[src/source/dcache_pkg.sv]
package dcache_pkg;

	// geometry
	localparam int ADDR_W = 32;
	localparam int WORD_W = 64;
	localparam int WAYS = 2;
	localparam int SETS = 64;
	localparam int WORDS_PER_LINE = 4;
	localparam int OFFSET_W = 2;
	localparam int INDEX_W = 6;
	localparam int BYTE_OFF_W = 3;
	localparam int TAG_W = ADDR_W - INDEX_W - OFFSET_W - BYTE_OFF_W;

	typedef logic [ADDR_W-1:0] addr_t;
	typedef logic [WORD_W-1:0] word_t;
	typedef logic [WORD_W/8-1:0] wmask_t;
	typedef logic [TAG_W-1:0] tag_t;
	typedef logic [INDEX_W-1:0] index_t;
	typedef logic [OFFSET_W-1:0] woff_t;
	typedef logic [$clog2(WAYS)-1:0] way_t;

	typedef enum logic [2:0] {
		IDLE,
		LOOKUP,
		WBACK,
		REFILL,
		RELOOK
	} ctrl_state_e;

	typedef struct packed {
		addr_t addr;
		logic write;
		word_t wdata;
		wmask_t wmask;
	} cpu_req_t;

	// one memory beat, word aligned
	typedef struct packed {
		addr_t addr;
		logic write;
		word_t wdata;
	} mem_req_t;

	// address field split: tag | index | word offset | byte
	function automatic tag_t addr_tag(addr_t a);
		return a[ADDR_W-1 -: TAG_W];
	endfunction

	function automatic index_t addr_index(addr_t a);
		return a[BYTE_OFF_W+OFFSET_W +: INDEX_W];
	endfunction

	function automatic woff_t addr_woff(addr_t a);
		return a[BYTE_OFF_W +: OFFSET_W];
	endfunction

endpackage

[src/source/dcache_ctrl.sv]
`timescale 1ns/1ns

module dcache_ctrl (
	input  logic                  clk,
	input  logic                  rst_n,
	input  logic                  cpu_valid,
	input  dcache_pkg::cpu_req_t  cpu_req,
	output logic                  cpu_ready,
	output dcache_pkg::index_t    lk_index,
	output dcache_pkg::tag_t      lk_tag,
	input  logic                  hit,
	input  dcache_pkg::way_t      hit_way,
	input  dcache_pkg::way_t      victim_way,
	input  logic                  victim_dirty,
	input  dcache_pkg::tag_t      victim_tag,
	output logic                  install,
	output dcache_pkg::way_t      install_way,
	output logic                  mark_dirty,
	output logic                  wr_en,
	output dcache_pkg::way_t      wr_way,
	output dcache_pkg::woff_t     wr_off,
	output dcache_pkg::word_t     wr_data,
	output dcache_pkg::wmask_t    wr_mask,
	output dcache_pkg::way_t      rd_way,
	output dcache_pkg::woff_t     rd_off,
	output logic                  start_wb,
	output logic                  start_fill,
	output dcache_pkg::way_t      xfer_way,
	output dcache_pkg::tag_t      xfer_tag,
	input  logic                  xfer_done,
	output logic                  init_busy
);

	dcache_pkg::ctrl_state_e state;
	dcache_pkg::cpu_req_t req_q;
	dcache_pkg::way_t vway_q;
	dcache_pkg::tag_t vtag_q;
	dcache_pkg::index_t init_cnt;
	logic init_q;
	logic ready_q;
	logic start_wb_q;
	logic start_fill_q;
	logic accept;
	logic lookup_st;

	assign accept = (state == dcache_pkg::IDLE) && cpu_valid && !init_q;
	assign lookup_st = (state == dcache_pkg::LOOKUP) || (state == dcache_pkg::RELOOK);

	// array address: sweep counter, then the new request, else the saved one
	always_comb begin
		if (init_q) begin
			lk_index = init_cnt;
			lk_tag = dcache_pkg::addr_tag(req_q.addr);
		end else if (accept) begin
			lk_index = dcache_pkg::addr_index(cpu_req.addr);
			lk_tag = dcache_pkg::addr_tag(cpu_req.addr);
		end else begin
			lk_index = dcache_pkg::addr_index(req_q.addr);
			lk_tag = dcache_pkg::addr_tag(req_q.addr);
		end
	end

	// lookup takes two cycles: tag compare, then the word is out
	always_ff @(posedge clk) begin
		if (!rst_n) begin
			state <= dcache_pkg::IDLE;
			ready_q <= 1'b0;
			start_wb_q <= 1'b0;
			start_fill_q <= 1'b0;
			init_q <= 1'b1;
			init_cnt <= '0;
		end else begin
			ready_q <= 1'b0;
			start_wb_q <= 1'b0;
			start_fill_q <= 1'b0;
			if (init_q) begin
				init_cnt <= init_cnt + 1'b1;
				if (init_cnt == dcache_pkg::index_t'(dcache_pkg::SETS - 1)) begin
					init_q <= 1'b0;
				end
			end
			case (state)
				dcache_pkg::IDLE: begin
					if (accept) begin
						state <= dcache_pkg::LOOKUP;
					end
				end
				dcache_pkg::LOOKUP, dcache_pkg::RELOOK: begin
					if (ready_q) begin
						state <= dcache_pkg::IDLE;
					end else if (hit) begin
						ready_q <= 1'b1;
					end else if (victim_dirty) begin
						state <= dcache_pkg::WBACK;
						start_wb_q <= 1'b1;
					end else begin
						state <= dcache_pkg::REFILL;
						start_fill_q <= 1'b1;
					end
				end
				dcache_pkg::WBACK: begin
					if (xfer_done) begin
						state <= dcache_pkg::REFILL;
						start_fill_q <= 1'b1;
					end
				end
				dcache_pkg::REFILL: begin
					if (xfer_done) begin
						state <= dcache_pkg::RELOOK;
					end
				end
				default: begin
					state <= dcache_pkg::IDLE;
				end
			endcase
		end
	end

	always_ff @(posedge clk) begin
		if (accept) begin
			req_q <= cpu_req;
		end
		// victim captured on the miss cycle
		if (lookup_st && !ready_q && !hit) begin
			vway_q <= victim_way;
			vtag_q <= victim_tag;
		end
	end

	assign cpu_ready = ready_q;
	assign init_busy = init_q;

	// store data and set dirty together with the ready pulse
	assign wr_en = ready_q && req_q.write;
	assign mark_dirty = ready_q && req_q.write;
	assign wr_way = hit_way;
	assign wr_off = dcache_pkg::addr_woff(req_q.addr);
	assign wr_data = req_q.wdata;
	assign wr_mask = req_q.wmask;
	assign rd_way = hit_way;
	assign rd_off = dcache_pkg::addr_woff(req_q.addr);

	assign install = (state == dcache_pkg::REFILL) && xfer_done;
	assign install_way = vway_q;

	assign start_wb = start_wb_q;
	assign start_fill = start_fill_q;
	assign xfer_way = vway_q;
	// write-back goes to the old owner's address
	assign xfer_tag = (state == dcache_pkg::WBACK) ? vtag_q : dcache_pkg::addr_tag(req_q.addr);

	a_ready_on_hit: assert property (@(posedge clk) disable iff (!rst_n)
		cpu_ready |-> (lookup_st && hit));

	a_start_excl: assert property (@(posedge clk) disable iff (!rst_n)
		!(start_wb && start_fill));

endmodule

[config.mk]
export PLATFORM = sky130hd
export DESIGN_NAME = dcache_ctrl
export DESIGN_NICKNAME = d
export VERILOG_FILES = /design/src/source/dcache_pkg.sv /design/src/source/dcache_ctrl.sv
export SDC_FILE = /design/constraint.sdc
export NUM_CORES = 1
export LEC_CHECK = 0
export ABC_AREA = 1
export BUFFER_PORTS_ARGS = -buffer_cell sky130_fd_sc_hd__buf_2
export CORE_AREA = 10 10 127 129
export CTS_CLUSTER_DIAMETER = 50
export DETAILED_ROUTE_END_ITERATION = 8
export DIE_AREA = 0 0 137 139
export MAX_ROUTING_LAYER = met4
export PLACE_DENSITY = 0.77
export SLEW_MARGIN = 20
export SYNTH_ARGS = -nofsm -noshare
export SYNTH_HDL_FRONTEND = slang
export SYNTH_SLANG_ARGS = --single-unit
[constraint.sdc]
create_clock -name clk -period 2.1 [get_ports clk]
set_input_delay 0.42 -clock clk [delete_from_list [all_inputs] [get_ports clk]]
set_output_delay 0.42 -clock clk [all_outputs]
set_load 0.1 [all_outputs]
# Word level (Yosys, flattened, before mapping)
# Index checks and enable logic that the tools add are counted.
# classes
n_addsub	1
n_eq_ne	9
n_mux	21
bitwise_logic	2
n_reduce_logical	15
# ops
op	n
21-bit 2-to-1 mux	3
3-bit 2-to-1 mux	5
6-bit 2-to-1 mux	2
3-bit one-hot mux with 4 select lines	1
1-bit 2-to-1 mux	9
6-bit by 1-bit adder with 6-bit output (second input constant)	1
3-bit by 2-bit == test with 1-bit output (second input constant)	2
6-bit == test (second input constant)	1
1-bit logical AND	6
2-bit != test (second input constant)	3
4-bit AND reduction	1
4-bit OR reduction	1
3-bit by 1-bit == test with 1-bit output (second input constant)	1
3-bit == test (second input constant)	1
1-bit zero test	3
3-bit zero test	1
3-bit != test (second input constant)	1
3-bit OR reduction	1
1-bit inverter	2
1-bit one-hot mux with 2 select lines	1
2-bit OR reduction	1
1-bit logical OR	1
# word_totals
register_bits	140
output_inout_bits	135
elab_cells	60

# Logic depth before layout (Yosys ltp)
# depth
depth_word	5
mapped_depth	9
depth_no_buf	9

# Worst setup path before layout
# OpenSTA, ideal clock, no wires.
# synth_timing
kind	register to output
from	register init_q, in the netlist init_busy
to	output lk_index[1]
arrival_time_ns	2.922
required_ns	1.680
path_slack_ns	-1.242
stages_incl_launch_ff	4
n_path_buf	1
cell_sequence	dfxtp_1 inv_2 clkbuf_1 o211ai_1
# synth_between
elab_chain_cells	4
# synth_rtl
item	line	rtl
from (decl)	dcache_ctrl.sv:39	logic init_q;
from (signal assigned)	dcache_ctrl.sv:70	init_q <= 1'b1;
from (signal assigned)	dcache_ctrl.sv:79	init_q <= 1'b0;
1-bit zero test	dcache_ctrl.sv:46	assign accept = (state == dcache_pkg::IDLE) && cpu_valid && !init_q;
1-bit logical AND	dcache_ctrl.sv:46	
6-bit 2-to-1 mux	dcache_ctrl.sv:54	end else if (accept) begin
6-bit 2-to-1 mux *	dcache_ctrl.sv:51	if (init_q) begin
to (decl)	dcache_ctrl.sv:9	output dcache_pkg::index_t lk_index,
# Every way passes the cells marked *; elsewhere a longest branch is shown, timed or not.

# Final worst setup path
# layout_timing
from	register init_q, in the netlist init_busy
to	output lk_index[3]
# The elaborated chain is that of the path after synthesis.

==> flow_summary.toml <==
[run_status]
status = "finished, violations left"
violations = "setup timing"

[pwr]
irDropWorstVdd_v = 0.000639
power.leakage_nw = 3.55
power.density_nw_per_um2 = 993

[drt]
routed_wl_mm = 16.1
first_pass_iters = 4
wl_per_cell_um = 18.8
drc = 0
drt.antenna.violating_nets = 0
vias = 3921
via_per_inst = 4.58
drtIter0Drc = 181

[clock_tree]
clk_pin_slew_ps = 60
tritoncts = "yes"
cts_made_buffers = 17
clockBufferDepth = 2
cts_max_level = 4
cts_sinks = 137
cts_root_buf = "clkbuf_16"
clkLatencyLatePin_ps = 410

[die]
io-pin-count = 269
num_rows = 43
die_h_um = 139
die_area_um2 = 19000
start_util_pct = 40.9
fp.dieW_um = 137
coreArea_um2 = 13700

[synthesis]
yosysSeqAreaShare_pct = 71.2
synth_top_cell_by_area = "edfxtp_1"
synthCells = 452
synth_nets = 587
synth_area_um2 = 5590
postSynth.asyncResetShare_pct = 0
synth_area_per_cell_um2 = 12.4
synth_cell_types = 23
synth-edff-count = 124
synth_common_cells = "nand2_1, edfxtp_1, buf_4"
ys.flop_type = "edfxtp_1"
synth_seq_cells = 137
yosys-top-cells-area = "edfxtp_1, buf_4, nand2_1"
yosysWarningCount = 0
yosysTopAreaCellShare_pct = 66.6
yosysMostFrequentCell = "nand2_1"

[grt]
grt_max_degree = 41
antenna_found_initial = 0
grt_pass1_vias = 4021
grt_pass1_wl_mm = 22.4
grt-ovfl-total = 0
grt_usage_pct = 15.9

[sta]
finalSetupTns_ps = -171
worst_pin_slew_ps = 503
fin_crit_ps = 2120
fmax_mhz = 471
fin_crit_sh_pct = 101
hold_viol = 0
layout_setup_ws_ps = -23.9
slew_viol_final = 0
setup_viol = 25
rsz0062_at_grt = "yes"
finClkSkew_ps = 7.74
relSlewSlack_pct = 66.5

[worst_setup_path]
criticalPathCategory = "register to output pin"
cp.required_ps = 1680
crit_path_start_kind = "register"
arrival_ps = 1700
worstSetupEndpointType = "output pin"
crit_path_max_fanout = 14

[finish]
area_growth_pct = 48.9
instances_no_fill = 857
insertedDiodeCount = 0
multiInputGateArea_um2 = 1080
drive_gt1_share_pct = 57.0
final_nets = 799
register_area_um2 = 4000
fillers = 1073

[placement]
place_ws_ps = 229
io_buffers = 262
dp_cells = 814
gp_congestion = 0.814
hpwl_mm = 11.6

[run]
maxCapViolations = 0

[hold_path]
hold_path.class = "input pin to register"
placed cells by master, fill, tap and decap left out, types with 3 or more instances in the layout:
cell,count
a21oi_1,6
buf_12,50
dfxtp_2,3
nand2_1,100
o211ai_1,3
nand3_1,11
clkinv_4,4
buf_4,10
inv_1,13
nand3_2,4
nor2_1,13
nand2_2,44
nand2_4,10
clkbuf_16,22
dfxtp_1,8
o21ai_0,5
nor3_1,3
buf_2,214
edfxtp_1,124
clkinvlp_4,5
timing repair:
| item | in CTS | in global routing |
|---|---|---|
| resized for setup | 9 | 50 |
| cloned | 1 | 5 |
| endpoints found under the setup margin | 48 | 48 |
| setup buffers | 2 | 3 |
| hold buffers | 0 | 0 |
| hold endpoints to repair | 0 | 0 |
| pin swaps | 5 | 3 |
kinds of logic (layout without fill, tap and decap cells):
kind of cell	Yosys count	after routing	share of synthesized area, %
flops	137	137	71.2
buf+inv	108	333	13.2
compound gates	15	15	1.54
simple gates	191	191	13.8
fa+ha+maj	1	1	0.224
cell type report:
| class | instances | share of cell area, % |
|---|---|---|
| timing repair buffer | 283 | 28.4 |
| clock inverter | 14 | 1.77 |
| inverter | 18 | 1.10 |
| multi-input combinational | 207 | 12.9 |
| tap | 180 | 2.70 |
| clock buffer | 18 | 5.15 |
| sequential | 137 | 48.0 |
metal layers:
| metal | global-route usage [%] | wire length [µm] |
|---|---|---|
| met5 | - | 0 |
| met4 | 4.77 | 212 |
| met3 | 6.20 | 1600 |
| met2 | 26.8 | 8190 |
| met1 | 16.8 | 6090 |
registers in the layout, summed over array words and instances, names as in the netlist:
register,count
cpu_ready,1
init_busy,1
init_cnt,6
install_way,1
rd_off,2
req_q,28
start_fill,1
start_wb,1
state,3
vtag_q,21
wr_data,64
wr_mask,8
per-stage QoR:
step | hold WS, ps | util (%) | cell area (µm²) | power, W
final | 176 | 61.0 | 8330 | 0.00827
after global routing | 155 | 61.0 | 8330 | 0.00857
after CTS | 159 | 59.0 | 8070 | 0.00814
after detailed placement | 502 | 54.2 | 7410 | 0.00522
after global placement | 482 | 54.2 | 7410 | 0.00519
after floorplan | 459 | - | 5750 | 0.00450
worst paths after layout:
path	slack (ps)	end	cells past startpoint	startpoint
hold reg to reg	510	init_cnt[0]	2	init_cnt[0]
setup / recovery	-20	lk_index[3]	7	init_busy
setup reg to reg	380	wr_mask[2]	5	init_busy
hold / removal	180	vtag_q[14]	1	victim_tag[14]
worst max-delay path: stages, from the launching register on:
cell       delay [ps]
dfxtp_4           380
inv_8             100
nand4_4           140
clkinv_4          130
buf_12            120
nand2_1            50
o211ai_1          110
clkbuf_16         250
where the power goes:
group / switching (W) / internal [W]
combinational: 0.00143 / 0.000729
sequential: 0.0000707 / 0.00314
clock: 0.00115 / 0.00175
Note: power is estimated with default switching activity, not from simulation.
