==> src/source/dcache_pkg.sv <==
package dcache_pkg;

	// geometry
	localparam int ADDR_W = 32;
	localparam int WORD_W = 64;
	localparam int WAYS = 2;
	localparam int SETS = 64;
	localparam int WORDS_PER_LINE = 4;
	localparam int OFFSET_W = 2;
	localparam int INDEX_W = 6;
	localparam int BYTE_OFF_W = 3;
	localparam int TAG_W = ADDR_W - INDEX_W - OFFSET_W - BYTE_OFF_W;

	typedef logic [ADDR_W-1:0] addr_t;
	typedef logic [WORD_W-1:0] word_t;
	typedef logic [WORD_W/8-1:0] wmask_t;
	typedef logic [TAG_W-1:0] tag_t;
	typedef logic [INDEX_W-1:0] index_t;
	typedef logic [OFFSET_W-1:0] woff_t;
	typedef logic [$clog2(WAYS)-1:0] way_t;

	typedef enum logic [2:0] {
		IDLE,
		LOOKUP,
		WBACK,
		REFILL,
		RELOOK
	} ctrl_state_e;

	typedef struct packed {
		addr_t addr;
		logic write;
		word_t wdata;
		wmask_t wmask;
	} cpu_req_t;

	// one memory beat, word aligned
	typedef struct packed {
		addr_t addr;
		logic write;
		word_t wdata;
	} mem_req_t;

	// address field split: tag | index | word offset | byte
	function automatic tag_t addr_tag(addr_t a);
		return a[ADDR_W-1 -: TAG_W];
	endfunction

	function automatic index_t addr_index(addr_t a);
		return a[BYTE_OFF_W+OFFSET_W +: INDEX_W];
	endfunction

	function automatic woff_t addr_woff(addr_t a);
		return a[BYTE_OFF_W +: OFFSET_W];
	endfunction

endpackage

==> src/source/dcache_tag_store.sv <==
`timescale 1ns/1ns

module dcache_tag_store (
	input  logic               clk,
	input  logic               rst_n,
	input  dcache_pkg::index_t index,
	input  dcache_pkg::tag_t   tag,
	input  logic               init_busy,
	input  logic               install,
	input  dcache_pkg::way_t   install_way,
	input  logic               mark_dirty,
	output logic               hit,
	output dcache_pkg::way_t   hit_way,
	output dcache_pkg::way_t   victim_way,
	output logic               victim_dirty,
	output dcache_pkg::tag_t   victim_tag
);

	logic valid [dcache_pkg::WAYS][dcache_pkg::SETS];
	logic dirty [dcache_pkg::WAYS][dcache_pkg::SETS];
	dcache_pkg::tag_t tags [dcache_pkg::WAYS][dcache_pkg::SETS];
	// way to evict next
	logic lru [dcache_pkg::SETS];

	dcache_pkg::index_t index_q;
	dcache_pkg::tag_t tag_q;
	logic [dcache_pkg::WAYS-1:0] rd_valid;
	logic [dcache_pkg::WAYS-1:0] rd_dirty;
	dcache_pkg::tag_t rd_tag [dcache_pkg::WAYS];
	logic rd_lru;
	logic [dcache_pkg::WAYS-1:0] hit_vec;

	always_ff @(posedge clk) begin
		if (init_busy) begin
			for (int w = 0; w < dcache_pkg::WAYS; w++) begin
				valid[w][index] <= 1'b0;
			end
			lru[index] <= 1'b0;
		end else begin
			if (install) begin
				valid[install_way][index] <= 1'b1;
				dirty[install_way][index] <= 1'b0;
				tags[install_way][index] <= tag;
				lru[index] <= ~install_way;
			end else if (hit) begin
				lru[index_q] <= ~hit_way;
			end
			if (mark_dirty) begin
				dirty[hit_way][index] <= 1'b1;
			end
		end
	end

	// registered read, install is forwarded so RELOOK sees the new line
	always_ff @(posedge clk) begin
		if (!rst_n) begin
			rd_valid <= '0;
		end else begin
			for (int w = 0; w < dcache_pkg::WAYS; w++) begin
				if (install && install_way == dcache_pkg::way_t'(w)) begin
					rd_valid[w] <= 1'b1;
				end else begin
					rd_valid[w] <= !init_busy && valid[w][index];
				end
			end
		end
	end

	always_ff @(posedge clk) begin
		index_q <= index;
		tag_q <= tag;
		rd_lru <= install ? ~install_way : lru[index];
		for (int w = 0; w < dcache_pkg::WAYS; w++) begin
			if (install && install_way == dcache_pkg::way_t'(w)) begin
				rd_tag[w] <= tag;
				rd_dirty[w] <= 1'b0;
			end else begin
				rd_tag[w] <= tags[w][index];
				rd_dirty[w] <= dirty[w][index];
			end
		end
	end

	always_comb begin
		for (int w = 0; w < dcache_pkg::WAYS; w++) begin
			hit_vec[w] = rd_valid[w] && (rd_tag[w] == tag_q);
		end
	end

	assign hit = |hit_vec;
	assign hit_way = hit_vec[1];

	// invalid way first, then lru
	always_comb begin
		if (!rd_valid[0]) begin
			victim_way = 1'b0;
		end else if (!rd_valid[1]) begin
			victim_way = 1'b1;
		end else begin
			victim_way = rd_lru;
		end
	end

	assign victim_dirty = rd_valid[victim_way] && rd_dirty[victim_way];
	assign victim_tag = rd_tag[victim_way];

	a_one_way_hit: assert property (@(posedge clk) disable iff (!rst_n)
		!(hit_vec[0] && hit_vec[1]));

endmodule

==> config.mk <==
export PLATFORM = sky130hd
export DESIGN_NAME = dcache_tag_store
export DESIGN_NICKNAME = d
export VERILOG_FILES = /design/src/source/dcache_pkg.sv /design/src/source/dcache_tag_store.sv
export SDC_FILE = /design/constraint.sdc
export NUM_CORES = 2
export LEC_CHECK = 0
export ABC_AREA = 1
export BUFFER_PORTS_ARGS = -buffer_cell sky130_fd_sc_hd__buf_2
export CAP_MARGIN = 20
export CORE_MARGIN = 2
export CORE_UTILIZATION = 30
export CTS_CLUSTER_DIAMETER = 80
export DETAILED_ROUTE_END_ITERATION = 16
export HOLD_SLACK_MARGIN = 0.15
export SLEW_MARGIN = 5
export SYNTH_ARGS = -nofsm -noshare
export SYNTH_HDL_FRONTEND = slang
export SYNTH_SLANG_ARGS = --single-unit
==> constraint.sdc <==
create_clock -name clk -period 4.4 [get_ports clk]
set_clock_uncertainty 0.1 [all_clocks]
set_input_delay 0.44 -clock clk [delete_from_list [all_inputs] [get_ports clk]]
set_output_delay 0.44 -clock clk [all_outputs]
set_load 0.05 [all_outputs]
# Word-level counts from Yosys, hierarchy flattened
# Memory sizes are Yosys's and may differ from the RTL's.
# Cells that the tools add are included.
dict set report word_totals {
  output_inout_bits 25
  inputBits 33
  wordCells 95
  ramBits 3050
  n_memories 5
  register_bits 32
}
# name depth word_bits rd rd_ports_with_merged_regs write_ports line_no
set mem_list {}
lappend mem_list {tags 2 1344 2 0 1 dcache_tag_store.sv:21} ;# dcache_pkg::tag_t tags [dcache_pkg::WAYS][dcache_pkg::SETS];
lappend mem_list {dirty 2 64 2 0 2 dcache_tag_store.sv:20} ;# logic dirty [dcache_pkg::WAYS][dcache_pkg::SETS];
lappend mem_list {valid 2 64 2 0 2 dcache_tag_store.sv:19} ;# logic valid [dcache_pkg::WAYS][dcache_pkg::SETS];
lappend mem_list {lru 64 1 1 0 1 dcache_tag_store.sv:23} ;# logic lru [dcache_pkg::SETS];
lappend mem_list {rd_tag 2 21 3 0 2 dcache_tag_store.sv:29} ;# dcache_pkg::tag_t rd_tag [dcache_pkg::WAYS];
dict set report classes {
  n_reduce_logical 12
  bitwise_logic 6
  eq_ne 2
  muxes 61
  n_lt_le_gt_ge 3
}
# cell count
set op_table {}
lappend op_table {{1344-bit 2-to-1 mux} 1}
lappend op_table {{64-bit 2-to-1 mux} 5}
lappend op_table {{21-bit binary-select mux with 6-bit select} 2}
lappend op_table {{21-bit 2-to-1 mux} 7}
lappend op_table {{21-bit demux with 6-bit select} 1}
lappend op_table {{64-bit OR reduction} 1}
lappend op_table {{21-bit equality test} 2}
lappend op_table {{1-bit 2-to-1 mux} 39}
lappend op_table {{1-bit binary-select mux with 6-bit select} 4}
lappend op_table {{1-bit logical AND} 8}
lappend op_table {{7-bit >= comparator, second input constant} 1}
lappend op_table {{7-bit by 1-bit less-than comparator with 1-bit output, second input constant} 1}
lappend op_table {{6-bit inverter with 7-bit output} 1}
lappend op_table {{1-bit demux with 6-bit select} 1}
lappend op_table {{6-bit 2-to-1 mux} 1}
lappend op_table {{1-bit OR} 3}
lappend op_table {{1-bit by 2-bit less-than comparator with 1-bit output, second input constant} 1}
lappend op_table {{1-bit inverter} 2}
lappend op_table {{2-bit OR reduction} 1}
lappend op_table {{1-bit zero test} 1}
lappend op_table {{1-bit OR reduction} 1}

# Longest topological paths before layout
dict set report logic_depth {
  ltp_word 9
  mapped_depth 16
}

# Worst setup path before layout
# No wires, ideal clock.
dict set report synth_timing {
  path_kind {register -> register}
  from {register tag_q[16]}
  to {memory lru[0] (data pin)}
  arrival_time_ns 3.622
  path_stages_with_launch 11
  path_slack_ns -0.023
  path_cell_list {dfxtp_1 > inv_1 > nand2_1 > nand2_1 > nor2_1 > nand2_1 > nor2_2 > nand3_4 > nand2_4 > nand2_4 > o21ai_0}
}
dict set report synth_between {
  elab_chain_cells 9
  word_cells_on_any_way 12
  classes_between {eq/ne: 2; mux: 5; bitwise: 1; reduce/logical: 4}
}
# item line_no
set synth_lines {}
lappend synth_lines {{start, declared} dcache_tag_store.sv:26} ;# dcache_pkg::tag_t tag_q;
lappend synth_lines {{start signal, assigned} dcache_tag_store.sv:71} ;# tag_q <= tag;
lappend synth_lines {{21-bit equality test} dcache_tag_store.sv:86} ;# hit_vec[w] = rd_valid[w] && (rd_tag[w] == tag_q);
lappend synth_lines {{1-bit logical AND} dcache_tag_store.sv:86}
lappend synth_lines {{2-bit OR reduction} dcache_tag_store.sv:90} ;# assign hit = |hit_vec;
lappend synth_lines {{1-bit 2-to-1 mux} dcache_tag_store.sv:45} ;# end else if (hit) begin
lappend synth_lines {{1-bit 2-to-1 mux} dcache_tag_store.sv:40} ;# if (install) begin
lappend synth_lines {{1-bit 2-to-1 mux} dcache_tag_store.sv:34} ;# if (init_busy) begin
lappend synth_lines {{1-bit 2-to-1 mux (not written as such)} dcache_tag_store.sv:46} ;# lru[index_q] <= ~hit_way;
lappend synth_lines {{1-bit OR reduction (no line)} n/a}
lappend synth_lines {{1-bit 2-to-1 mux (no line) *} n/a}
lappend synth_lines {{end, declared} dcache_tag_store.sv:23}
# Every way passes the cells marked *; elsewhere a longest branch is shown, timed or not.

# Worst setup path in the final report
dict set report layout_timing {
  from {register rd_valid[0] in the netlist's numbering}
  to {output port victim_tag[16]}
}
dict set report layout_between {
  elab_chain_cells 2
}
# item line_no
set layout_lines {}
lappend layout_lines {{start, declared} dcache_tag_store.sv:27} ;# logic [dcache_pkg::WAYS-1:0] rd_valid;
lappend layout_lines {{start signal, assigned by index} dcache_tag_store.sv:63} ;# rd_valid[w] <= !init_busy && valid[w][index];
lappend layout_lines {{1-bit 2-to-1 mux} dcache_tag_store.sv:95} ;# if (!rd_valid[0]) begin
lappend layout_lines {{memory 2 x 21 bit} n/a}
lappend layout_lines {{end, declared} dcache_tag_store.sv:16} ;# output dcache_pkg::tag_t victim_tag
# No other way between the ends.

==> flow_summary.yaml <==
outcome:
  status: "finished, final reports clean"
critical_path:
  required_ns: 3.86
  worstSetupStartpointType: "flop"
  crit_arrival_ns: 3.56
  critical_path.max_stage_delay_ns: 1.06
  crit_type: "reg -> out"
  cp_slowest_cell: "o21ai_0"
  crit_path_end_kind: "output port"
  rrSetupSlack_ns: 1.20
  path_max_fanout: 26
  regToRegStartpoint: "rd_tag[1][9]$_DFF_P_"
  worstPathCellList: "nand2_1 > o21ai_0 > buf_4 > buf_2"
  cp-startpoint: "rd_valid[0]$_SDFF_PN0_"
  r2r_cells: 14
timing:
  fin_crit_ns: 4.10
  relSlewSlack_pct: 22.2
  final.setup.tns_ns: 0
  hold_violations: 0
  fin_crit_sh_pct: 93.2
  setup_viol_count_final: 0
  worst_pin_slew_ns: 1.17
  max_freq_mhz: 244
  rsz0062_at_grt: "false"
  slew_viol_final: 0
cts:
  cts-resized-gates: 0
  cts.clk_slew.worst_paths_ns: 0.06
  clock-sinks: 3082
  ctsHtreeMaxLevel: 5
  ctsLongestPathBuffers: 4
  numCtsBuffers: 323
  root_buffer: "clkbuf_16"
  cts_tree: "yes"
  clock_latency_ns: 0.92
synthesis:
  synth_edf_count: 2752
  syn_inst: 9632
  synth.avg_cell_area_sq_um: 12.3
  synth_top_area_share_pct: 69.7
  yosysWarnings: 0
  synth.yosys.seq_area_share_pct: 75.3
  syn_area_sq_um: 119000
  synth_nets: 9665
  synth-main-ff-cell: "edfxtp_1"
  yosysTopAreaCell: "edfxtp_1"
  synthTopCellsByArea: "edfxtp_1 70%, nand2_1 9.6%, dfxtp_1 5.6%"
  synth-async-reset-ratio_pct: 0
  yosysUniqueCellTypes: 39
  ys_seq_elements: 3082
place:
  place_congestion: 0.983
  port_buffers: 57
  post-dp-hpwl_um: 226000
  place_area_sq_um: 128000
global_routing:
  grt_pass1_vias: 73600
  grtUsageTotal_pct: 18.4
  antenna_found_initial: 31
  grt_overflow: 0
  grt_max_degree: 99
  grt_pass1_wl_um: 538000
cells_and_area:
  finish.utilization_pct: 35.1
  final_cell_mix: "3043 x nand2_1, 2752 x edfxtp_1, 570 x o21ai_0"
  fin_area_sq_um: 138000
  final_nets: 10000
  layout_commonest_cell: "nand2_1"
  drive_gt1_share_pct: 10.7
  area_growth_pct: 16.5
die:
  die_y_um: 633
  io_pins: 58
  start_util_pct: 30.2
  die_x_um: 633
  die_area_sq_um: 400000
  floorplan.rows: 230
  core_sq_um: 393000
routing:
  routedWlPerCell_um: 24.6
  vias: 78800
  ant_nets: 0
  drtPass1Iterations: 6
  drc: 0
  routed_via_density: 5.10
  drt_wl_total_um: 380000
  drt_iter0_markers: 10600
flow_run:
  maxCapViolations: 0
pwr:
  p_leak_nw: 48.0
  power_density_nw_per_um2: 453
  irDropWorstVdd_uv: 304
  fin_total_pwr_mw: 62.5
min_path:
  hp-class: "in -> reg"
  hp-start: "tag[1]"
  holdPathStages: 1
-- area by class of cell --
class | count | area (sq um)
Antenna cell | 12 | 30.0
Clock buffer | 410 | 8630
Clock inverter | 175 | 1540
Fill cell | 37900 | 255000
Inverter | 548 | 2120
Multi-Input combinational cell | 5538 | 25400
Sequential cell | 3082 | 89200
Tap cell | 5220 | 6530
Timing Repair Buffer | 478 | 4530
-- registers in the layout, indices dropped and copies added (netlist names) --
register / count
dirty: 128
index_q: 6
lru: 64
rd_dirty: 2
rd_lru: 1
rd_tag: 42
rd_valid: 2
tag_q: 21
tags: 2688
valid: 128
-- cells in the mapped netlist (2+ instances only) --
cell,number
a21oi_1,188
a22o_1,2
a22oi_1,288
and2_0,2
and2_1,5
and3_1,8
buf_1,18
buf_2,293
buf_4,4
buf_6,6
clkbuf_1,143
clkinv_1,5
dfxtp_1,330
edfxtp_1,2752
inv_1,522
inv_2,19
inv_4,2
nand2_1,3043
nand2_4,12
nand3_1,237
nand3_2,9
nand3_4,3
nand3b_1,14
nand4_1,341
nor2_1,528
nor2_2,7
nor2_4,4
nor3_1,22
o2111ai_1,39
o211ai_1,3
o21ai_0,571
o21ai_1,71
o22ai_1,120
o2bb2ai_1,13
or2_2,4
-- metrics by stage --
| step | worst slack, ns | hold WS, ns | cells |
|---|---|---|---|
| after CTS | 0.369 | 0.151 | 15500 |
| after detailed placement | 0.310 | 0.361 | 14800 |
| after global routing | 0.191 | 0.191 | 15500 |
| final | 0.299 | 0.192 | 15500 |
| after global placement | 0.319 | 0.355 | 14800 |
| after floorplan | 1.08 | 0.343 | 9632 |
-- power breakdown --
group | internal (mW) | switching (mW) | leakage (nW)
clock | 15.0 | 11.4 | 4.97
sequential | 32.2 | 0.187 | 27.3
combinational | 0.899 | 2.75 | 15.6
total | 48.1 | 14.4 | 48.0
-- critical path: cells and delay by family (launching register included) --
family                 cells  cell delay [ns]
flip-flops                 1             0.46
buffers and inverters      2             0.49
AO/OA/AOI/OAI              1             1.06
AND/OR/NAND/NOR            1             0.63
-- cell families (layout without fill, tap and decap cells) --
family / Yosys count / count (layout) / synth area share [%]
simple gates: 4241 / 4241 / 14.7
flops: 3082 / 3082 / 75.3
compound gates: 1297 / 1297 / 6.40
buf+inv: 1012 / 1611 / 3.57
other cells: 0 / 12 / 0
-- routing by layer --
metal / vias up / share of wire (%) / global-route usage, % / routed length [um]
met5: - / 0.0055 / 0 / 21
met4: 4 / 4.2 / 7.14 / 15800
met3: 676 / 10 / 3.88 / 39700
met2: 4036 / 44 / 28.2 / 168000
met1: 39500 / 41 / 25.6 / 156000
li1: 34600 / - / - / -
-- what timing repair did --
action	CTS	global route
endpoints found under the hold margin	612	0
setup buffers	0	0
hold buffers	27	0
-- worst paths after layout --
check / end
worst min register to register: dirty[0][1]$_DFF_P_
worst max register to register: lru[52]$_DFFE_PP_
worst max-delay path: victim_tag[16]
worst min-delay path: tags[1][421]$_DFFE_PP_
Note: power is estimated with default switching activity, not from simulation.
