$ cat src/source/dcache_pkg.sv
package dcache_pkg;

	// geometry
	localparam int ADDR_W = 32;
	localparam int WORD_W = 64;
	localparam int WAYS = 2;
	localparam int SETS = 64;
	localparam int WORDS_PER_LINE = 4;
	localparam int OFFSET_W = 2;
	localparam int INDEX_W = 6;
	localparam int BYTE_OFF_W = 3;
	localparam int TAG_W = ADDR_W - INDEX_W - OFFSET_W - BYTE_OFF_W;

	typedef logic [ADDR_W-1:0] addr_t;
	typedef logic [WORD_W-1:0] word_t;
	typedef logic [WORD_W/8-1:0] wmask_t;
	typedef logic [TAG_W-1:0] tag_t;
	typedef logic [INDEX_W-1:0] index_t;
	typedef logic [OFFSET_W-1:0] woff_t;
	typedef logic [$clog2(WAYS)-1:0] way_t;

	typedef enum logic [2:0] {
		IDLE,
		LOOKUP,
		WBACK,
		REFILL,
		RELOOK
	} ctrl_state_e;

	typedef struct packed {
		addr_t addr;
		logic write;
		word_t wdata;
		wmask_t wmask;
	} cpu_req_t;

	// one memory beat, word aligned
	typedef struct packed {
		addr_t addr;
		logic write;
		word_t wdata;
	} mem_req_t;

	// address field split: tag | index | word offset | byte
	function automatic tag_t addr_tag(addr_t a);
		return a[ADDR_W-1 -: TAG_W];
	endfunction

	function automatic index_t addr_index(addr_t a);
		return a[BYTE_OFF_W+OFFSET_W +: INDEX_W];
	endfunction

	function automatic woff_t addr_woff(addr_t a);
		return a[BYTE_OFF_W +: OFFSET_W];
	endfunction

endpackage

$ cat src/source/dcache_line_xfer.sv
`timescale 1ns/1ns

module dcache_line_xfer (
	input  logic                 clk,
	input  logic                 rst_n,
	input  logic                 start_wb,
	input  logic                 start_fill,
	input  dcache_pkg::way_t     way,
	input  dcache_pkg::index_t   index,
	input  dcache_pkg::tag_t     tag,
	output logic                 done,
	output dcache_pkg::woff_t    rd_off,
	input  dcache_pkg::word_t    rd_data,
	output logic                 fill_en,
	output dcache_pkg::woff_t    fill_off,
	output dcache_pkg::word_t    fill_data,
	output logic                 mem_valid,
	output dcache_pkg::mem_req_t mem_req,
	input  logic                 mem_ready,
	input  dcache_pkg::word_t    mem_rdata
);

	logic busy;
	logic is_wb;
	// one cycle to read the next word before a write beat
	logic prefetch;
	logic done_q;
	dcache_pkg::woff_t beat;
	logic beat_ack;
	logic last_beat;

	assign beat_ack = mem_valid && mem_ready;
	assign last_beat = (beat == dcache_pkg::woff_t'(dcache_pkg::WORDS_PER_LINE - 1));

	always_ff @(posedge clk) begin
		if (!rst_n) begin
			busy <= 1'b0;
			is_wb <= 1'b0;
			prefetch <= 1'b0;
			mem_valid <= 1'b0;
			done_q <= 1'b0;
			beat <= '0;
		end else begin
			done_q <= 1'b0;
			if (!busy) begin
				if (start_wb || start_fill) begin
					busy <= 1'b1;
					is_wb <= start_wb;
					beat <= '0;
					prefetch <= start_wb;
					mem_valid <= start_fill;
				end
			end else if (prefetch) begin
				prefetch <= 1'b0;
				mem_valid <= 1'b1;
			end else if (beat_ack) begin
				if (last_beat) begin
					busy <= 1'b0;
					done_q <= 1'b1;
					mem_valid <= 1'b0;
				end else begin
					beat <= beat + 1'b1;
					prefetch <= is_wb;
					// refill can ask for the next word right away
					mem_valid <= !is_wb;
				end
			end
		end
	end

	always_comb begin
		mem_req.addr = {tag, index, beat, {dcache_pkg::BYTE_OFF_W{1'b0}}};
		mem_req.write = is_wb;
		mem_req.wdata = rd_data;
	end

	// write-back reads the word for the current beat
	assign rd_off = beat;

	assign fill_en = busy && !is_wb && beat_ack;
	assign fill_off = beat;
	assign fill_data = mem_rdata;

	assign done = done_q;

	a_valid_when_busy: assert property (@(posedge clk) disable iff (!rst_n)
		$rose(mem_valid) |-> busy);

	// controller must hold the target way for the whole burst
	a_way_stable: assert property (@(posedge clk) disable iff (!rst_n)
		busy |-> $stable(way));

endmodule

$ cat config.mk
export PLATFORM = sky130hd
export DESIGN_NAME = dcache_line_xfer
export DESIGN_NICKNAME = d
export VERILOG_FILES = /design/src/source/dcache_pkg.sv /design/src/source/dcache_line_xfer.sv
export SDC_FILE = /design/constraint.sdc
export NUM_CORES = 1
export LEC_CHECK = 0
export BUFFER_PORTS_ARGS = -buffer_cell sky130_fd_sc_hd__buf_2
export CAP_MARGIN = 20
export CORE_AREA = 2 2 129 131
export CTS_BUF_LIST = sky130_fd_sc_hd__clkbuf_8
export CTS_CLUSTER_SIZE = 25
export DETAILED_ROUTE_END_ITERATION = 8
export DIE_AREA = 0 0 131 133
export GPL_ROUTABILITY_DRIVEN = 1
export SYNTH_ARGS = -nofsm -noshare
export SYNTH_HDL_FRONTEND = slang
export SYNTH_SLANG_ARGS = --single-unit
export TNS_END_PERCENT = 10
$ cat constraint.sdc
create_clock -name clk -period 1.2 [get_ports clk]
set_input_delay 0.36 -clock clk [delete_from_list [all_inputs] [get_ports clk]]
set_output_delay 0.36 -clock clk [all_outputs]
set_load 0.02 [all_outputs]
# Word level (Yosys, flattened, before mapping)
# Cells that the tools add are included.
[op_classes]
n_addsub = 1
eq_ne = 5
mux = 21
bitwise_logic = 3
reduce_logical = 10
[ops]
columns = ["op", "count"]
rows = [
  ["1-bit 2-to-1 mux", 16],
  ["2-bit 2-to-1 mux", 5],
  ["2-bit != test, second input constant", 2],
  ["2-bit AND reduction", 2],
  ["4-bit AND reduction", 1],
  ["4-bit OR reduction", 1],
  ["1-bit logical AND", 3],
  ["3-bit by 1-bit != test with 1-bit output, second input constant", 1],
  ["1-bit inverter", 3],
  ["2-bit by 1-bit adder with 2-bit output, second input constant", 1],
  ["2-bit == test, second input constant", 1],
  ["2-bit by 1-bit != test with 1-bit output, second input constant", 1],
  ["2-bit nonzero test", 1],
  ["1-bit zero test", 1],
  ["1-bit logical OR", 1],
]
[word_totals]
regBits = 7
in_bits = 161
output_inout_bits = 168

# Depth between registers and ports, before layout
# Gate-level depths: netlist of the first run.
[depth]
depth_word = 5
ltp_mapped = 4
ltp_nobuf = 4

# Worst setup path before layout of the first run
# OpenSTA, ideal clock, no wires.
[synth_path]
path_type = "register to register"
startpoint = "register beat[0] (netlist: fill_off[0])"
endpoint = "register beat[0] (netlist: fill_off[0])"
setup_time_ns = 0.070
arrival_ns = 1.251
required_ns = 1.130
slack_ns = -0.120
stages_incl_launch_ff = 4
n_path_buf = 0
synth_period_minus_slack_ns = 1.320
path_cell_list = "dfxtp_1 -> ha_1 -> or4_1 -> a21oi_1"
[synth_via]
elab_chain_cells = 5
[synth_lines]
columns = ["item", "line", "rtl"]
rows = [
  ["from (decl)", "dcache_line_xfer.sv:28", "dcache_pkg::woff_t beat;"],
  ["from (signal assigned)", "dcache_line_xfer.sv:62", "beat <= beat + 1'b1;"],
  ["2-bit by 1-bit adder with 2-bit output", "dcache_line_xfer.sv:62", ""],
  ["2-bit 2-to-1 mux", "dcache_line_xfer.sv:57", "if (last_beat) begin"],
  ["2-bit 2-to-1 mux", "dcache_line_xfer.sv:56", "end else if (beat_ack) begin"],
  ["2-bit 2-to-1 mux", "dcache_line_xfer.sv:53", "end else if (prefetch) begin"],
  ["2-bit 2-to-1 mux", "dcache_line_xfer.sv:45", "if (!busy) begin"],
]
# Several ways; a longest one is shown, not always the timed one. The select of a mux whose other input is x is not followed.
# A chain may end at the register's enable or synchronous reset.

# Final worst setup path of the first run
[layout_path]
startpoint = "register beat[0] (netlist: fill_off[0])"
endpoint = "output mem_req[68] in the netlist's numbering"
[layout_rtl]
columns = ["item", "line", "rtl"]
rows = [
  ["to (decl)", "dcache_line_xfer.sv:18", "output dcache_pkg::mem_req_t mem_req,"],
]
# No word-level cell between the ends.

==> metrics.txt, run 1 <==
status finished with violations; failing checks negative setup slack; drt first pass iters 4; utilization after layout 5.493%; leak pwr between 0.3 and 0.4 nW; Detail Route Antenna Nets 0; sw frac between 20% and 30%; Power Internal ~0.52 mW; Max Fclk around 800 MHz; power density over the cells between 700 and 800 nW/µm²; Synth area leader buf_4; layout cell share with drive strength beyond 1 between 40% and 50%; max_cap viols 0; post-synth cell types 24; Final GP Congestion 0.7013; crit path max fanout 4; Total Power between 0.7 and 0.8 mW; RSZ-0062 raised after global routing yes; Total Routing Usage GR between 4 and 5%; Reg-to-Reg Start fill_off[0]$_SDFFE_PN0P_; clock buffer depth 2; Peak VDD IR just under 0.2 mV; pre-CTS setup slack -10.62 ps; number of global-route vias before repair just under 700; Clk pwr share about 46%; crit path from fill_off[0]$_SDFFE_PN0P_; Hold Crit Depth 3; # setup viols final 4; cells along the critical path buf_6 > buf_6 > buf_6; total CTS buffers 3; I/O Buffers 14; Tmin final roughly 1300 ps; Worst path slowest cell dfxtp_2; WP data arrival ~900 ps; register area 146.4 µm²; post-DR wirelength/cell 16.43 µm; Cells after Synth between 200 and 250; P&R area growth vs syn -44.23%; internal reg-to-reg setup slack 0 ps; most frequent CP cell buf_6; first-iteration detailed-routing DRC count 15; met3 usage about a tenth; Die Width 131 µm; reg2reg path depth 3; drt total wl 4731 µm; CTS tree yes; initial antenna violation count 0; P_sw ~0.18 mW; Flop pwr share 37.3%; final net count 232; worst min path class input pin to register; total die area about 17000 µm²; CP Capture Type output pin; Clock Tree Root clkbuf_8; Pins Over Slew Limit 0; Netlist Area Pre-Place between 1500 and 2000 µm²; grt ovf 0; Skew-Pair Late Insertion Delay 230 ps; Hold Fails Final Rpt 0; #FFs+latches synth 7; met2 Use GR under 10%; CP Class register to output pin; largest net degree at the start of global routing 9; yosys warns 0; H-tree Lvls 1; CP required 840 ps; met1 capacity usage during global routing roughly 1.1%; Clock Skews roughly 4.6 ps; CTS sink cnt 7; Max stage delay on crit path 320 ps; DP HPWL about 4100 µm; Top Ports 329; number of diodes 0; Initial Utilization under 10%; ranking of synthesized cells by area buf_4 (77%), dfxtp_1 (8.8%), ha_1 (1.6%), a21oi_1 (1.3%), nand3_4 (1.1%); Via Count 650; Die Y between 100 and 150 µm; Synth Area per Inst between 7 and 8 µm²; drt drc 0; sequential area share after synthesis under 10%; final worst slack -56.08 ps; period utilisation layout 104.7%; grt peak-use layer met3; WHS Endpoint is_wb$_SDFFE_PN0P_; row count between 40 and 50; Startpoint Class register; area of the multi-input gates ~230 µm²; Fill cells around 1900; Hold Crit Start start_wb; Post-CTS Hold Buffers 0; core region area ~16000 µm²; R2R Path End fill_off[0]$_SDFFE_PN0P_; Clock Pin Slew Worst Setup and Hold Paths 40 ps; Via-to-Cell Ratio about 2.3; first-pass GRT wire length approximately 5700 µm; post-synth top area share 76.83%; Combinational Power Share around 17%
==> final cells by class <==
type	instances	share of cell area, %
Clock inverter	1	0.4225
Timing Repair Buffer	21	20.70
Multi-Input combinational cell	33	25.49
Tap cell	220	30.99
Sequential cell	7	16.48
Inverter	3	1.268
Clock buffer	3	4.648
==> critical path: cells and delay by family (launching register included) <==
kind	cells	cell delay, ps
flops	1	320
buf+inv	3	340
==> how the worst max path moves through the flow <==
| stage | slack, ps | end | cells past startpoint |
|---|---|---|---|
| 2_1_floorplan | -60 | fill_off[0]$_SDFFE_PN0P_ | 3 |
| 3_3_place_gp | 9 | fill_off[0]$_SDFFE_PN0P_ | 4 |
| 3_5_place_dp | -10 | fill_off[1]$_SDFFE_PN0P_ | 4 |
| 4_1_cts | -60 | rd_off[0] | 3 |
| 5_1_grt | -80 | mem_req[68] | 3 |
| 6_report | -60 | mem_req[68] | 3 |
==> metrics by stage <==
step,std cells,setup TNS [ps],hold WS (ps),instance area (µm²)
after floorplan,207,-58.11,499.5,1605
after global placement,284,0,484.7,768.2
after detailed placement,284,-20.57,514.4,768.2
after CTS,288,-251.7,396.0,879.6
after global routing,288,-418.1,432.8,888.4
final,288,-207.1,407.7,888.4
==> per-layer routing <==
metal,part of all wire (%),vias to the layer above
li1,-,202
met3,42,60
met4,11,0
met1,11,232
met2,36,156
met5,0,-
==> kinds of logic (layout without fill, tap and decap cells) <==
kind of cell             count (synthesis)  after routing  share of synthesized area [%]
AO/OA/AOI/OAI                           12             12                          4.635
adder cells (fa/ha/maj)                  2              2                          1.571
buffers and inverters                  167             28                          78.24
flip-flops                               7              7                          8.798
multiplexers                             1              1                         0.6285
other                                    1              3                         0.2354
AND/OR/NAND/NOR                         15             15                          5.893
==> what timing repair did <==
item / in CTS / in global routing
buffers inserted: 0 / 0
setup endpoints to repair: 11 / 9
gates resized for setup: 22 / 2
pin swaps: 1 / 0
==> flip-flops by register name, summed over array words and instances, names as in the netlist <==
register / flops
mem_valid: 1
done: 1
prefetch: 1
busy: 1
fill_off: 2
is_wb: 1
==> synth_stat cells <==
library cell  count
nand3_1           2
ha_1              2
o311ai_1          1
and4b_1           1
dfxtp_1           7
and3_1            1
buf_4           163
o22ai_1           1
nor3_1            2
nand2_1           2
a211oi_1          1
nand3b_1          1
o21ai_0           3
o21bai_1          1
conb_1            1
nand3_4           1
a311oi_1          1
buf_6             1
nor2_1            3
or4_1             1
a21oi_1           4
inv_1             3
nor2b_1           1
mux2i_1           1
==> power groups by stage <==
stage / Combinational, mW / Clock [mW] / Sequential (mW)
after floorplan: 0.824 / 0 / 0.267
after global placement: 0.103 / 0 / 0.263
after detailed placement: 0.103 / 0 / 0.263
after CTS: 0.115 / 0.341 / 0.261
after global routing: 0.129 / 0.345 / 0.264
final: 0.116 / 0.325 / 0.262
==> placed cells by master, fill, tap and decap left out <==
cell      count
dfxtp_1       2
o21bai_1      1
nand3_4       1
nor3_2        1
o311ai_1      1
dfxtp_2       5
nor2_4        1
nand3b_1      1
nand3_1       2
o22ai_1       1
buf_4         4
buf_6        11
and4b_1       1
or4_1         1
a21oi_1       4
and3_1        1
inv_1         4
ha_1          2
clkbuf_8      3
nor2_1        2
nor2b_1       1
nand2_1       2
buf_2         6
o21ai_0       3
mux2i_1       1
conb_1        3
a311oi_1      1
a211oi_1      1
nor3_1        1
Power figures use the tool's default switching activity.
==> run 2, diff against run 1 <==
==> constraint.sdc (replaced) <==
create_clock -name clk -period 1.04 [get_ports clk]
set_input_delay 0.312 -clock clk [delete_from_list [all_inputs] [get_ports clk]]
set_output_delay 0.312 -clock clk [all_outputs]
set_load 0.02 [all_outputs]
==> run 2 against run 1 <==
  * The flow still finishes with violations (negative setup slack)
  * Worst setup slack got worse by 88 ps
  * Core utilization is 0.36 points higher
  * Routed wire length down 7.9%
  * Global-route usage is 0.41 points lower
  * Cell count rose by 0.35%
  * Non-clock buffer count rose by 1
  * Clock power is 18% higher
  * Critical path depth stayed put
  * Power is 19% higher
  * Register-to-register slack worse by 80 ps
  * Combinational power up 33%
  * Hold slack got worse by 40 ps
  * Critical endpoint is now fill_en
  * Largest cell class unchanged
  * Highest routed layer unchanged
==> metrics.txt, run 2 (synthesis gave the netlist of run 1 again) <==
drt first pass iters 4 (unchanged); Via Count 686 (+5.5%); Total Routing Usage GR 4.523% (-0.41 points); Max Fclk between 800 and 900 MHz; period utilisation layout 113.8%; first-pass GRT wire length 5333 µm (-5.8%); Hold Fails Final Rpt 0 (unchanged); Post-CTS Setup Bufs 0 (unchanged); Post-CTS Hold Buffers 0 (unchanged); Total Power 0.8356 mW (+19%); Peak VDD IR 0.3001 mV (+56%); P&R area growth vs syn -40.53%; row count 47 (unchanged); Top Ports 329 (unchanged); most common cell after layout, fill and taps aside buf_6; core region area 16170 µm² (unchanged); CTS sink cnt 7 (unchanged); Skew-Pair Late Insertion Delay 230 ps (about the same); CP Class register to output pin; Clock Pin Slew Worst Setup and Hold Paths 40 ps (about the same); first-iteration detailed-routing DRC count 14 (-1); internal reg-to-reg setup slack -80 ps (-80 ps); initial antenna violation count 0 (unchanged); CP required 730 ps (-110 ps); power density over the cells 882.2 nW/µm² (+11%); WP data arrival 870 ps (-30 ps); worst min path class input pin to register; wl on met1 581 µm (+15%); clock buffer depth 2 (unchanged); grt ovf 0 (unchanged); DP HPWL 3710 µm (-9.4%); Startpoint Class register; Detail Route Antenna Nets 0 (unchanged); Final GP Congestion 0.7595 (+8.3%); Clock Skews 2.299 ps (-2.267 ps); H-tree Lvls 1 (unchanged); fin cells 289 (+0.35%); Fill cells 1890 (-0.26%); drt total wl 4358 µm (-7.9%); Tmin final about 1200 ps; number of diodes 0 (unchanged); met3 WL post-DR 1573 µm (-21%); layout cell share with drive strength beyond 1 55.07% (+8.0 points); max_cap viols 0 (unchanged); # setup viols final 10 (+6); Final Instance Area 947.2 µm² (+6.6%); RSZ-0062 raised after global routing yes; dpl cells 285 (+0.35%); crit path max fanout 3 (-1); I/O Buffers 14 (unchanged); area of the multi-input gates 261.5 µm² (+15%); number of global-route vias before repair 694 (+1.3%); CP Capture Type output pin; top sig layer met4; register area 156.4 µm² (+6.8%); failing checks negative setup slack; Clock Tree Root clkbuf_8; DR WL met2 1724 µm (unchanged); post-DR wirelength/cell 15.08 µm (-8.2%); Initial Utilization 9.849% (unchanged); CTS tree yes; status finished with violations; most frequent cells in the layout buf_6 (12), buf_2 (5), buf_4 (5); max reg flops 2 (unchanged); largest net degree at the start of global routing 9 (unchanged); total die area 17420 µm² (unchanged); total CTS buffers 3 (unchanged); Die Width 131 µm (unchanged); final worst slack -143.8 ps (-87.69 ps); Pins Over Slew Limit 0 (unchanged); leak pwr 0.3013 nW (-0.18%); pre-CTS setup slack -133.4 ps (-122.8 ps); utilization after layout 5.857% (+0.36 points); Via-to-Cell Ratio 2.374 (+5.2%); Die Y 133 µm (unchanged); drt drc 0 (unchanged); final net count 233 (+0.43%); placed inst area 798.3 µm² (+3.9%)
==> run 2: path summary, 6_finish.rpt <==
| check | startpoint | end | cells past startpoint |
|---|---|---|---|
| max reg2reg | fill_off[1]$_SDFFE_PN0P_ | fill_off[0]$_SDFFE_PN0P_ | 3 |
| max | mem_valid$_SDFFE_PN0P_ | fill_en | 3 |
| min reg2reg | is_wb$_SDFFE_PN0P_ | is_wb$_SDFFE_PN0P_ | 2 |
| min | start_wb | is_wb$_SDFFE_PN0P_ | 3 |
==> run 2: stage by stage <==
stage | hold WS [ps] | setup TNS [ps]
after floorplan | 452.5 | -140.9
after global placement | 524.6 | -486.6
after detailed placement | 530.1 | -493.4
after CTS | 350.9 | -1154
after global routing | 369.9 | -1349
final | 368.1 | -907.5
==> run 2: where the power goes <==
part,internal (mW),total (mW),switching [mW]
Clock,0.256,0.385,0.129
Combinational,0.0728,0.154,0.0811
Sequential,0.279,0.297,0.0175
Total,0.608,0.836,0.228
==> run 2: routing by layer <==
metal | global-route usage [%] | vias to the layer above
li1 | - | 206
met1 | 1.490 | 252
met2 | 5.642 | 150
met3 | 8.128 | 78
met4 | 5.201 | 0
met5 | 0 | -
==> run 2: what timing repair did <==
item / 4_1_cts / 5_1_grt
resized for setup: 16 / 14
pin swaps: 0 / 2
endpoints found under the setup margin: 13 / 14
==> run 2: final cells by class <==
cell class	count	share of cell area, %
tap	220	29.06
clock inverter	1	0.3963
timing repair buffer	22	20.87
sequential	7	16.51
multi-input combinational	33	27.61
inverter	3	1.189
clock buffer	3	4.359
==> run 2: critical path: stages (launching register included) <==
cell and delay (ps):
dfxtp_4 350, nand3_4 80, nor2_4 90, buf_6 120
==> run 3, diff against run 2 <==
--- a/config.mk
+++ b/config.mk
@@ -5,6 +5,7 @@
 export SDC_FILE = /design/constraint.sdc
 export NUM_CORES = 1
 export LEC_CHECK = 0
+export ABC_AREA = 1
 export BUFFER_PORTS_ARGS = -buffer_cell sky130_fd_sc_hd__buf_2
 export CAP_MARGIN = 20
 export CORE_AREA = 2 2 129 131
==> run 3 against run 2 <==
  * The flow still finishes with violations (negative setup slack)
  * Hold slack worse by 6.3 ps
  * Critical path depth stayed put
  * Core utilization is 0.18 points lower
  * Routed wire length is 16% lower
  * Flip-flop and latch count stayed put
  * Worst setup slack worse by 75 ps
  * Synthesized cell count is 5.9% higher
  * Area after synthesis is 0.16% higher
  * Largest power group unchanged
==> metrics.txt, run 3 <==
grt ovf 0 (unchanged); Clock Skews 1.555 ps (-0.7437 ps); utilization after layout 5.679% (-0.18 points); sequential area share after synthesis 8.784% (-0.014 points); Post-CTS Setup Bufs 0 (unchanged); Clk pwr share 41.0% (-5.1 points); WP data arrival 950 ps (+80 ps); failing checks negative setup slack; yosys warns 0 (unchanged); sw frac 28.53% (+1.3 points); pre-CTS setup slack -134.5 ps (-1.013 ps); first-pass GRT wire length 4733 µm (-11%); ranking of synthesized cells by area buf_4 (77%), dfxtp_1 (8.8%), nand2_1 (4.0%), ha_1 (1.6%), a21oi_1 (1.3%); DP HPWL 3061 µm (-17%); Via Count 708 (+3.2%); most common cell after layout, fill and taps aside nand2_1; Max Fclk 794.3 MHz (-6.0%); Top Ports 329 (unchanged); Startpoint Class register; Post-synth ARST share 0% (unchanged); CP required 730 ps (about the same); drt first pass iters 4 (unchanged); top cells by count, synth buf_4 (163), nand2_1 (17), dfxtp_1 (7), inv_1 (5); # setup viols final 11 (+1); final net count 247 (+6.0%); crit path max fanout 2 (-1); CP Class register to output pin; Post-synth EDFFs 0 (unchanged); CTS tree yes; number of diodes 0 (unchanged); Worst path slowest cell dfxtp_2; ys flop type dfxtp_1; initial antenna violation count 1 (+1); drt drc 0 (unchanged); Skew-Pair Late Insertion Delay 230 ps (about the same); post-synth cell types 18 (-25%); Synth Area per Inst 7.352 µm² (-5.4%); Final GP Congestion 0.7452 (-1.9%); Tmin final 1259 ps (+75.20 ps); P&R area growth vs syn -42.43%; CTS sink cnt 7 (unchanged); P_sw 0.2587 mW (+14%); core region area 16170 µm² (unchanged); I/O Buffers 14 (unchanged); layout cell share with drive strength beyond 1 49.40% (-5.7 points); final worst slack -219.0 ps (-75.20 ps); post-DR wirelength/cell 12.12 µm (-20%); worst min path class input pin to register; fin cells 303 (+4.8%); Hold Fails Final Rpt 0 (unchanged); first-iteration detailed-routing DRC count 32 (+18); Peak VDD IR 0.4500 mV (+50%); dpl cells 299 (+4.9%); CP Capture Type output pin; cells along the critical path inv_2 > nor3_4 > buf_6; most frequent cells in the layout nand2_1 (17), buf_6 (11), buf_2 (6), buf_4 (6); total die area 17420 µm² (unchanged); Initial Utilization 9.865% (+0.015 points); power density over the cells 987.2 nW/µm² (+12%); Synth area leader buf_4; Post-CTS Hold Buffers 0 (unchanged); number of global-route vias before repair 695 (+0.14%); Flop pwr share 33.6% (-1.9 points); Combinational Power Share 25.4% (+7.0 points); H-tree Lvls 1 (unchanged); status finished with violations; internal reg-to-reg setup slack -30 ps (+50 ps); Via-to-Cell Ratio 2.337 (-1.6%); Die Y 133 µm (unchanged); largest net degree at the start of global routing 7 (-2); Die Width 131 µm (unchanged); Pins Over Slew Limit 0 (unchanged); Clock Tree Root clkbuf_8; period utilisation layout 121.1% (+7.2 points); leak pwr 0.3400 nW (+13%); Power Internal 0.6480 mW (+6.6%); Cells after Synth 217 (+5.9%); setup total negative slack -916.0 ps (-8.551 ps); count leader, synth buf_4; max_cap viols 0 (unchanged); RSZ-0062 raised after global routing yes; #FFs+latches synth 7 (unchanged); drt total wl 3672 µm (-16%); total CTS buffers 3 (unchanged); max reg flops 2 (unchanged); row count 47 (unchanged); Detail Route Antenna Nets 0 (unchanged); Total Routing Usage GR 4.027% (-0.50 points); Max stage delay on crit path 320 ps (-30 ps); clock buffer depth 2 (unchanged); Netlist Area Pre-Place 1595 µm² (+0.16%); Clock Pin Slew Worst Setup and Hold Paths 40 ps (about the same); post-synth top area share 76.71% (-0.12 points)
[run 3: power by group through the flow]
| stage | clock [mW] | combinational, mW | sequential [mW] |
|---|---|---|---|
| after floorplan | 0 | 0.996 | 0.322 |
| after global placement | 0 | 0.198 | 0.307 |
| after detailed placement | 0 | 0.199 | 0.307 |
| after CTS | 0.387 | 0.220 | 0.305 |
| after global routing | 0.412 | 0.257 | 0.307 |
| final | 0.372 | 0.230 | 0.305 |
[run 3: final timing paths]
path,start,endpoint,cells past startpoint
min reg2reg,mem_valid$_SDFFE_PN0P_,mem_valid$_SDFFE_PN0P_,3
max reg2reg,fill_off[0]$_SDFFE_PN0P_,fill_off[1]$_SDFFE_PN0P_,7
min,rst_n,fill_off[0]$_SDFFE_PN0P_,3
max,busy$_SDFF_PN0_,fill_en,3
[run 3: metrics by stage]
step	power [mW]	hold slack [ps]	instance area (µm²)
floorplan	1.318	435.4	1618
global placement	0.5045	587.6	807.0
detailed placement	0.5064	587.4	807.0
CTS	0.9117	356.2	899.6
global route	0.9765	362.5	918.4
finish	0.9066	361.8	918.4
[run 3: final cells by class]
class                      instances  area, µm²
fill                            1912      15250
tap                              220      275.3
multi-input combinational         43      230.2
timing repair buffer              23      198.9
sequential                         7      146.4
clock buffer                       3      41.29
inverter                           6      22.52
clock inverter                     1      3.754
[run 3: logic make-up (layout without fill, tap and decap cells)]
logic type	Yosys count	count (layout)	synth area share [%]
adders and majority gates	2	2	1.568
other	1	3	0.2351
buffers and inverters	169	33	78.12
AOI/OAI and AO/OA	9	9	3.059
DFF	7	7	8.784
and+or+nand+nor	29	29	8.234
[run 3: layer usage]
layer,vias up,wire length (µm),global-route usage [%]
met4,4,566,6.619
li1,226,-,-
met3,91,1067,5.499
met1,248,738,2.250
met2,139,1257,4.059
met5,-,43,1.471
[run 3: what timing repair did]
item / 4_1_cts / 5_1_grt
setup endpoints to repair: 11 / 14
pin swaps: 1 / 0
resized for setup: 16 / 7
cloned: 0 / 0
hold endpoints to repair: 0 / 0
[run 3: critical path: cells and delay by family (launching register included)]
kind / cells / cell delay (ps)
simple gates: 1 / 200
buf+inv: 2 / 200
flops: 1 / 320
